$ cat src/fetch_pkg.sv
// Fetch subsystem shared definitions

package fetch_pkg;

    // ------------------------------------------------------------
    // Data and address word
    // ------------------------------------------------------------

    // Instructions, program counters, load addresses and bus data
    typedef logic [31:0] word_t;

    // PC step per fetched instruction
    localparam word_t INSTR_BYTES = 32'd4;

    // Default boot address, overridden from the top level
    localparam word_t RESET_PC_DEFAULT = 32'h0000_0100;

    // Low address bits that are zero for an aligned word
    localparam int unsigned ALIGN_BITS = 2;

    // ------------------------------------------------------------
    // Bus side
    // ------------------------------------------------------------

    // Read data presented to a master that does not own the bus
    localparam word_t BUS_IDLE_WORD = 32'h0000_0000;

endpackage

$ cat src/load_unit.sv
// Single-word bus read unit

module load_unit import fetch_pkg::*; (
    input  logic  clk,
    input  logic  rstn_i,
    // Owner side
    input  logic  read_i,
    input  word_t addr_i,
    output logic  valid_o,
    output word_t data_o,
    // Bus master side
    output logic  cyc_o,
    output logic  stb_o,
    output word_t adr_o,
    input  word_t dat_i,
    input  logic  ack_i
);

    typedef enum logic {
        LU_IDLE,
        LU_BUSY
    } lu_state_t;

    lu_state_t state_q;
    logic      keep_q;
    logic      valid_q;
    logic      start;
    word_t     adr_q;
    word_t     data_q;

    // No restart in the valid cycle, owner has not stepped its address yet
    assign start = (state_q == LU_IDLE) && read_i && !valid_q;

    // ------------------------------------------------------------
    // Bus cycle control
    // ------------------------------------------------------------
    always_ff @(posedge clk or negedge rstn_i) begin
        if (!rstn_i) begin
            state_q <= LU_IDLE;
            keep_q  <= 1'b0;
            valid_q <= 1'b0;
        end else begin
            valid_q <= 1'b0;
            case (state_q)
                LU_IDLE: begin
                    if (start) begin
                        state_q <= LU_BUSY;
                        keep_q  <= 1'b1;
                    end
                end
                LU_BUSY: begin
                    // Any drop of read marks the result as stale
                    keep_q <= keep_q & read_i;
                    if (ack_i) begin
                        state_q <= LU_IDLE;
                        valid_q <= keep_q & read_i;
                    end
                end
                default: state_q <= LU_IDLE;
            endcase
        end
    end

    // Address and returned word, payload only
    always_ff @(posedge clk) begin
        if (start)
            adr_q <= addr_i;
        if ((state_q == LU_BUSY) && ack_i)
            data_q <= dat_i;
    end

    assign cyc_o   = (state_q == LU_BUSY);
    assign stb_o   = (state_q == LU_BUSY);
    assign adr_o   = adr_q;
    // Withdrawn request in the result cycle gets no pulse
    assign valid_o = valid_q & read_i;
    assign data_o  = data_q;

    // Address held for the whole strobe
    a_adr_stable: assert property (@(posedge clk) disable iff (!rstn_i)
        stb_o |=> !stb_o || $stable(adr_o));

endmodule

$ cat src/if_stage.sv
// Instruction fetch stage

module if_stage import fetch_pkg::*; #(
    parameter word_t RESET_PC = RESET_PC_DEFAULT
) (
    input  logic  clk,
    input  logic  rstn_i,
    input  logic  flush_i,
    input  logic  halt_i,
    // Toward decode
    input  logic  ack_i,
    output logic  valid_o,
    output word_t instr_o,
    output word_t pc_o,
    // Redirect
    input  logic  branch_i,
    input  word_t pc_i,
    // Bus master side
    output logic  cyc_o,
    output logic  stb_o,
    output word_t adr_o,
    input  word_t dat_i,
    input  logic  ack_bus_i
);

    word_t pc_q;
    word_t fetch_pc_q;
    logic  read;
    logic  lu_valid;
    word_t lu_data;

    // Output register toward decode
    logic  out_valid_q;
    logic  out_valid_n;
    word_t out_instr_q;
    word_t out_pc_q;

    // Read while the register frees, dropped on any redirect or halt
    assign read = (!out_valid_q || ack_i) && !flush_i && !halt_i && !branch_i;

    load_unit u_lu (
        .clk     ( clk        ),
        .rstn_i  ( rstn_i     ),
        .read_i  ( read       ),
        .addr_i  ( pc_q       ),
        .valid_o ( lu_valid   ),
        .data_o  ( lu_data    ),
        .cyc_o   ( cyc_o      ),
        .stb_o   ( stb_o      ),
        .adr_o   ( adr_o      ),
        .dat_i   ( dat_i      ),
        .ack_i   ( ack_bus_i  )
    );

    // ------------------------------------------------------------
    // Register next state
    // ------------------------------------------------------------
    always_comb begin
        out_valid_n = out_valid_q & !ack_i;
        if (lu_valid)
            out_valid_n = 1'b1;
        if (flush_i)
            out_valid_n = 1'b0;
    end

    always_ff @(posedge clk or negedge rstn_i) begin
        if (!rstn_i) begin
            out_valid_q <= 1'b0;
            pc_q        <= RESET_PC;
        end else if (!halt_i) begin
            out_valid_q <= out_valid_n;
            if (branch_i || flush_i)
                pc_q <= pc_i;
            else if (lu_valid)
                pc_q <= pc_q + INSTR_BYTES;
        end
    end

    // Fetch address tag, taken while the unit is idle
    always_ff @(posedge clk) begin
        if (read && !cyc_o)
            fetch_pc_q <= pc_q;
        if (lu_valid && !halt_i) begin
            out_instr_q <= lu_data;
            out_pc_q    <= fetch_pc_q;
        end
    end

    assign valid_o = out_valid_q;
    assign instr_o = out_instr_q;
    assign pc_o    = out_pc_q;

    // Held word stays put under back-pressure or halt
    a_hold: assert property (@(posedge clk) disable iff (!rstn_i)
        valid_o && (halt_i || (!ack_i && !flush_i))
        |=> valid_o && $stable(instr_o) && $stable(pc_o));

    // Tag of a delivered word is aligned
    a_align: assert property (@(posedge clk) disable iff (!rstn_i)
        valid_o |-> (pc_o[ALIGN_BITS-1:0] == '0));

endmodule

$ cat src/data_port.sv
// Data load port

module data_port import fetch_pkg::*; (
    input  logic  clk,
    input  logic  rstn_i,
    // Load request side
    input  logic  ld_req_i,
    input  word_t ld_addr_i,
    output logic  ld_done_o,
    output logic  ld_busy_o,
    output word_t ld_data_o,
    // Bus master side
    output logic  cyc_o,
    output logic  stb_o,
    output word_t adr_o,
    input  word_t dat_i,
    input  logic  ack_bus_i
);

    logic  busy_q;
    word_t addr_q;
    logic  lu_valid;

    // ------------------------------------------------------------
    // Request capture
    // ------------------------------------------------------------
    always_ff @(posedge clk or negedge rstn_i) begin
        if (!rstn_i) begin
            busy_q <= 1'b0;
        end else if (busy_q) begin
            // Done frees the port next cycle
            if (lu_valid)
                busy_q <= 1'b0;
        end else if (ld_req_i) begin
            busy_q <= 1'b1;
        end
    end

    // Requests while busy are dropped
    always_ff @(posedge clk) begin
        if (ld_req_i && !busy_q)
            addr_q <= ld_addr_i;
    end

    // Read held for the whole load
    load_unit u_lu (
        .clk     ( clk       ),
        .rstn_i  ( rstn_i    ),
        .read_i  ( busy_q    ),
        .addr_i  ( addr_q    ),
        .valid_o ( lu_valid  ),
        .data_o  ( ld_data_o ),
        .cyc_o   ( cyc_o     ),
        .stb_o   ( stb_o     ),
        .adr_o   ( adr_o     ),
        .dat_i   ( dat_i     ),
        .ack_i   ( ack_bus_i )
    );

    assign ld_done_o = lu_valid;
    assign ld_busy_o = busy_q;

    // Done only right after a bus cycle of this busy port
    a_done_busy: assert property (@(posedge clk) disable iff (!rstn_i)
        ld_done_o |-> $past(ld_busy_o && cyc_o));

endmodule

$ cat src/wb_arbiter.sv
// Two-master bus arbiter

module wb_arbiter import fetch_pkg::*; (
    input  logic  clk,
    input  logic  rstn_i,
    // Fetch master
    input  logic  cyc_f_i,
    input  logic  stb_f_i,
    input  word_t adr_f_i,
    output word_t dat_f_o,
    output logic  ack_f_o,
    // Data master
    input  logic  cyc_d_i,
    input  logic  stb_d_i,
    input  word_t adr_d_i,
    output word_t dat_d_o,
    output logic  ack_d_o,
    // Shared bus
    output logic  cyc_o,
    output logic  stb_o,
    output word_t adr_o,
    input  word_t dat_i,
    input  logic  ack_i
);

    logic locked_q;
    logic owner_q;
    logic own_cyc;
    logic gnt_d;

    // ------------------------------------------------------------
    // Grant
    // ------------------------------------------------------------

    // Cycle of the last owner (owner_q high means the data master)
    assign own_cyc = owner_q ? cyc_d_i : cyc_f_i;

    // Owner keeps the bus until its cyc falls
    // Otherwise the data master goes first
    assign gnt_d = (locked_q && own_cyc) ? owner_q : cyc_d_i;

    always_ff @(posedge clk or negedge rstn_i) begin
        if (!rstn_i) begin
            locked_q <= 1'b0;
            owner_q  <= 1'b0;
        end else begin
            locked_q <= cyc_o;
            owner_q  <= gnt_d;
        end
    end

    // Request mux
    assign cyc_o = gnt_d ? cyc_d_i : cyc_f_i;
    assign stb_o = gnt_d ? stb_d_i : stb_f_i;
    assign adr_o = gnt_d ? adr_d_i : adr_f_i;

    // Response only to the granted master
    assign ack_d_o = ack_i & gnt_d;
    assign ack_f_o = ack_i & !gnt_d;
    assign dat_d_o = gnt_d ? dat_i : BUS_IDLE_WORD;
    assign dat_f_o = gnt_d ? BUS_IDLE_WORD : dat_i;

    // An ack lands on the master that held the grant for its whole cycle
    a_ack_owner: assert property (@(posedge clk) disable iff (!rstn_i)
        ack_i |-> $stable(gnt_d) && (!ack_f_o || cyc_f_i));

endmodule

$ cat src/fetch_subsys_top.sv
// Fetch and load subsystem top level

module fetch_subsys_top import fetch_pkg::*; #(
    parameter word_t RESET_PC = RESET_PC_DEFAULT
) (
    input  logic  clk,
    input  logic  rstn_i,
    // Fetch control and decode side
    input  logic  flush_i,
    input  logic  halt_i,
    input  logic  ack_i,
    input  logic  branch_i,
    input  word_t pc_i,
    output logic  valid_o,
    output word_t instr_o,
    output word_t pc_o,
    // Load port
    input  logic  ld_req_i,
    input  word_t ld_addr_i,
    output logic  ld_done_o,
    output logic  ld_busy_o,
    output word_t ld_data_o,
    // External bus
    output logic  wb_cyc_o,
    output logic  wb_stb_o,
    output word_t wb_adr_o,
    input  word_t wb_dat_i,
    input  logic  wb_ack_i
);

    // ------------------------------------------------------------
    // Master to arbiter wiring
    // ------------------------------------------------------------
    logic  cyc_f, stb_f, ack_f;
    logic  cyc_d, stb_d, ack_d;
    word_t adr_f, dat_f;
    word_t adr_d, dat_d;

    if_stage #(
        .RESET_PC ( RESET_PC )
    ) u_if (
        .clk       ( clk      ),
        .rstn_i    ( rstn_i   ),
        .flush_i   ( flush_i  ),
        .halt_i    ( halt_i   ),
        .ack_i     ( ack_i    ),
        .valid_o   ( valid_o  ),
        .instr_o   ( instr_o  ),
        .pc_o      ( pc_o     ),
        .branch_i  ( branch_i ),
        .pc_i      ( pc_i     ),
        .cyc_o     ( cyc_f    ),
        .stb_o     ( stb_f    ),
        .adr_o     ( adr_f    ),
        .dat_i     ( dat_f    ),
        .ack_bus_i ( ack_f    )
    );

    data_port u_dp (
        .clk       ( clk       ),
        .rstn_i    ( rstn_i    ),
        .ld_req_i  ( ld_req_i  ),
        .ld_addr_i ( ld_addr_i ),
        .ld_done_o ( ld_done_o ),
        .ld_busy_o ( ld_busy_o ),
        .ld_data_o ( ld_data_o ),
        .cyc_o     ( cyc_d     ),
        .stb_o     ( stb_d     ),
        .adr_o     ( adr_d     ),
        .dat_i     ( dat_d     ),
        .ack_bus_i ( ack_d     )
    );

    // Data port wins when both start together
    wb_arbiter u_arb (
        .clk     ( clk      ),
        .rstn_i  ( rstn_i   ),
        .cyc_f_i ( cyc_f    ),
        .stb_f_i ( stb_f    ),
        .adr_f_i ( adr_f    ),
        .dat_f_o ( dat_f    ),
        .ack_f_o ( ack_f    ),
        .cyc_d_i ( cyc_d    ),
        .stb_d_i ( stb_d    ),
        .adr_d_i ( adr_d    ),
        .dat_d_o ( dat_d    ),
        .ack_d_o ( ack_d    ),
        .cyc_o   ( wb_cyc_o ),
        .stb_o   ( wb_stb_o ),
        .adr_o   ( wb_adr_o ),
        .dat_i   ( wb_dat_i ),
        .ack_i   ( wb_ack_i )
    );

endmodule

$ cat config.mk
export PLATFORM = sky130hd
export DESIGN_NAME = fetch_subsys_top
export DESIGN_NICKNAME = d
export VERILOG_FILES = /design/src/fetch_pkg.sv /design/src/load_unit.sv /design/src/if_stage.sv /design/src/data_port.sv /design/src/wb_arbiter.sv /design/src/fetch_subsys_top.sv
export SDC_FILE = /design/constraint.sdc
export NUM_CORES = 1
export LEC_CHECK = 0
export ABC_CLOCK_PERIOD_IN_PS = 7300
export BUFFER_PORTS_ARGS = -buffer_cell sky130_fd_sc_hd__buf_2
export CAP_MARGIN = 20
export CORE_MARGIN = 2
export CORE_UTILIZATION = 45
export DETAILED_ROUTE_END_ITERATION = 12
export PLACE_DENSITY = 0.74
export SLEW_MARGIN = 30
export SYNTH_ARGS = -nofsm -noshare
export SYNTH_HDL_FRONTEND = slang
export SYNTH_SLANG_ARGS = --single-unit
export TNS_END_PERCENT = 100
$ cat constraint.sdc
create_clock -name clk -period 7.3 [get_ports clk]
set_input_delay 1.825 -clock clk [delete_from_list [all_inputs] [get_ports clk]]
set_output_delay 1.825 -clock clk [all_outputs]
set_load 0.02 [all_outputs]
==> results.yml <==
power:
  ir_drop_uv: 219.0
  total_power_mw: 4.923
  power_leakage_nw: 5.242
  powerDensity_mw_per_mm2: 363.0
sta:
  tightest_slew_ns: 0.9133
  skew_ns: 0.02732
  period_share_pct: 62.81
  slew_violations: 0
  clock.fmax_mhz: 218.1
  final.min_clock_period_ns: 4.585
  setup_viol: 0
  rsz0062_at_grt: "false"
  finalHoldViolations: 0
  tns_ns: 0
  max-slew-margin-rel_pct: 39.11
final_layout:
  stdcell_count: 1305
  fin_area_sq_mm: 0.01356
  multiInputGateArea_sq_mm: 0.002027
  drive_gt1_share_pct: 31.98
  final_core_utilization_pct: 57.61
  layout.nets: 1063
  seqCellArea_sq_mm: 0.008740
  area_growth_syn_to_layout_pct: 25.00
  fillers: 1876
  final_cell_mix: "256 x edfxtp_1, 235 x buf_2, 130 x nand2_1"
  final_common_cell: "edfxtp_1"
clock_network:
  numCtsBuffers: 30
  cts_tree: "done"
  post_cts_buffers: 0
  insertion_delay_ns: 0.56
  cts_max_level: 1
  cts_hold_buf: 0
  root_buffer: "clkbuf_16"
  clk_pin_slew_worst_paths_ns: 0.06
  clock-sinks: 298
  cts_resized: 0
  ctsLongestPathBuffers: 3
synthesis:
  syn-cell-area_sq_mm: 0.01085
  syn_avg_cell_area_sq_um: 15.28
  synth-edff-count: 256
  syn-num-nets: 815
  yosys_warnings: 0
  ys.flop_type: "edfxtp_1"
  ys_ff_latch: 298
  syn_inst: 710
  async_flop_share_pct: 14.09
  yosys.area_share.simple_pct: 12.82
  synth_xor_area_share_pct: 0
  synthMuxAreaShare_pct: 0
  ys_seq_area_share_pct: 80.55
  synth_top_family_by_area: "simple AND/OR/NAND/NOR gates"
  yosysUniqueCellTypes: 43
  synth_compound_area_share_pct: 5.166
  yosys.area_share.adder_pct: 0.1153
drt:
  drt_pass1_iterations: 5
  wl_met2_um: 11910
  top_layer: "met5"
  vias: 6666
  wl_um: 24130
  drt_iter0_drc: 405
  detail_route.vias_per_cell: 5.108
  ant_nets: 0
  route.detailed.wl_per_inst_um: 18.49
  route.detailed.drc: 0
  m1WireLength_um: 9530
  route.met3.wl_um: 2076
worst_setup_path:
  reg2reg_slack_ns: 4.34
  cp-startpoint: "u_if.u_lu.cyc_o$_DFF_PN0_"
  r2r-start: "u_if.u_lu.cyc_o$_DFF_PN0_"
  reg2reg_depth: 6
  critPathArrivalTime_ns: 2.76
  start_kind: "register"
  worstPathRequired_ns: 5.48
  cp_max_fo: 67
  cp-end-kind: "primary output"
  worst-setup-path-type: "register to primary output"
global_routing:
  grt_util_all_layers_pct: 18.59
  antenna_found_initial: 8
  grt_pass1_vias: 6562
  grt_pass1_wl_um: 36690
  grt_max_degree: 68
  grt_overflow_total: 0
floorplan:
  initial_core_util_pct: 46.09
  die_area_sq_mm: 0.02537
  dieWidth_um: 159.3
  core_sq_mm: 0.02354
  ios: 237
  rows: 56
  die_h_um: 159.3
min_path:
  hold_class: "register to register"
  hp-start: "u_if.fetch_pc_q[23]$_DFFE_PP_"
  min_delay_path_depth: 0
placement:
  place_congestion: 0.8453
  dp.cells: 1243
  place_area_sq_mm: 0.01248
  io_buffer_count: 236
  hpwl_um: 16650
job:
  maxCapViolCount: 0
run_status:
  status: "finished clean"
==> worst max-delay path, stage by stage (launching register included) <==
cell,delay [ns]
dfrtp_1,0.49
nand2_1,0.14
o21ai_4,0.13
buf_4,0.55
inv_4,0.41
nand2_1,0.17
nand2_1,0.13
buf_2,0.19
==> layout make-up <==
cell class | count | share of cell area (%)
clock buffer | 43 | 6.264
tap | 319 | 2.943
multi-input combinational | 376 | 14.94
timing repair buffer | 248 | 9.982
inverter | 4 | 0.1292
sequential | 298 | 64.44
clock inverter | 13 | 1.227
antenna | 4 | 0.07380
==> cells in the mapped netlist (all sizes together), types with 2 or more instances <==
| cell | n | area [sq um] |
|---|---|---|
| edfxtp | 256 | 7687 |
| nand2 | 130 | 488.0 |
| and2 | 66 | 412.9 |
| dfrtp | 41 | 1026 |
| a21oi | 29 | 145.1 |
| clkbuf | 25 | 93.84 |
| nor2 | 24 | 90.09 |
| nand3 | 18 | 90.09 |
| o21ai | 18 | 90.09 |
| o22ai | 15 | 93.84 |
| nor3 | 11 | 65.06 |
| and3 | 9 | 56.30 |
| nand4 | 9 | 62.56 |
| a2bb2oi | 8 | 70.07 |
| buf | 7 | 37.54 |
| a311oi | 4 | 35.03 |
| inv | 4 | 15.01 |
| nor2b | 4 | 25.02 |
| or2 | 4 | 25.02 |
| a22oi | 3 | 22.52 |
| o211ai | 3 | 22.52 |
| a211oi | 2 | 15.01 |
| nand2b | 2 | 12.51 |
| nor4 | 2 | 18.77 |
| o22a | 2 | 17.52 |
| or3 | 2 | 12.51 |
==> metal layers <==
layer | vias to the layer above | track usage, %
met2 | 286 | 31.90
met5 | - | 0
li1 | 3116 | -
met4 | 6 | 4.876
met3 | 47 | 5.522
met1 | 3211 | 23.19
==> path summary, 6_finish.rpt <==
path / endpoint
worst min register to register: u_if.pc_o[23]$_DFFE_PP_
worst max register to register: u_dp.u_lu.data_o[12]$_SDFFCE_PN0P_
worst max-delay path: wb_adr_o[23]
worst min-delay path: u_if.pc_o[23]$_DFFE_PP_
max in group asynchronous: u_if.pc_q[24]$_DFFE_PN0P_
min in group asynchronous: u_if.pc_q[27]$_DFFE_PN0P_
==> registers in the layout, indices dropped and copies added (netlist names), 32 cells and up <==
signal / cells
u_if.instr_o: 32
u_dp.addr_q: 32
u_if.u_lu.adr_o: 32
u_if.u_lu.data_o: 32
u_dp.u_lu.data_o: 32
u_if.pc_o: 32
u_if.pc_q: 32
u_if.fetch_pc_q: 32
u_dp.u_lu.adr_o: 32
==> stage by stage <==
stage	setup WS, ns	hold WS [ns]
6_report	2.715	0.3910
3_3_place_gp	3.067	0.4003
3_5_place_dp	3.145	0.4045
5_1_grt	2.491	0.4150
2_1_floorplan	1.531	0.4003
4_1_cts	2.664	0.4021
==> cells by family (layout without fill, tap and decap cells) <==
family,count (synthesis),after routing
flip-flops,298,298
AND/OR/NAND/NOR,285,285
AO/OA/AOI/OAI,90,90
buffers and inverters,36,308
adder cells (fa/ha/maj),1,1
other,0,4
==> report_power, final <==
| group | internal (mW) | switching [mW] | leakage [nW] | total [mW] |
|---|---|---|---|---|
| clock network | 0.919 | 0.620 | 0.490 | 1.54 |
| registers | 2.20 | 0.122 | 2.84 | 2.32 |
| logic | 0.336 | 0.732 | 1.91 | 1.07 |
Power figures use the tool's default switching activity.
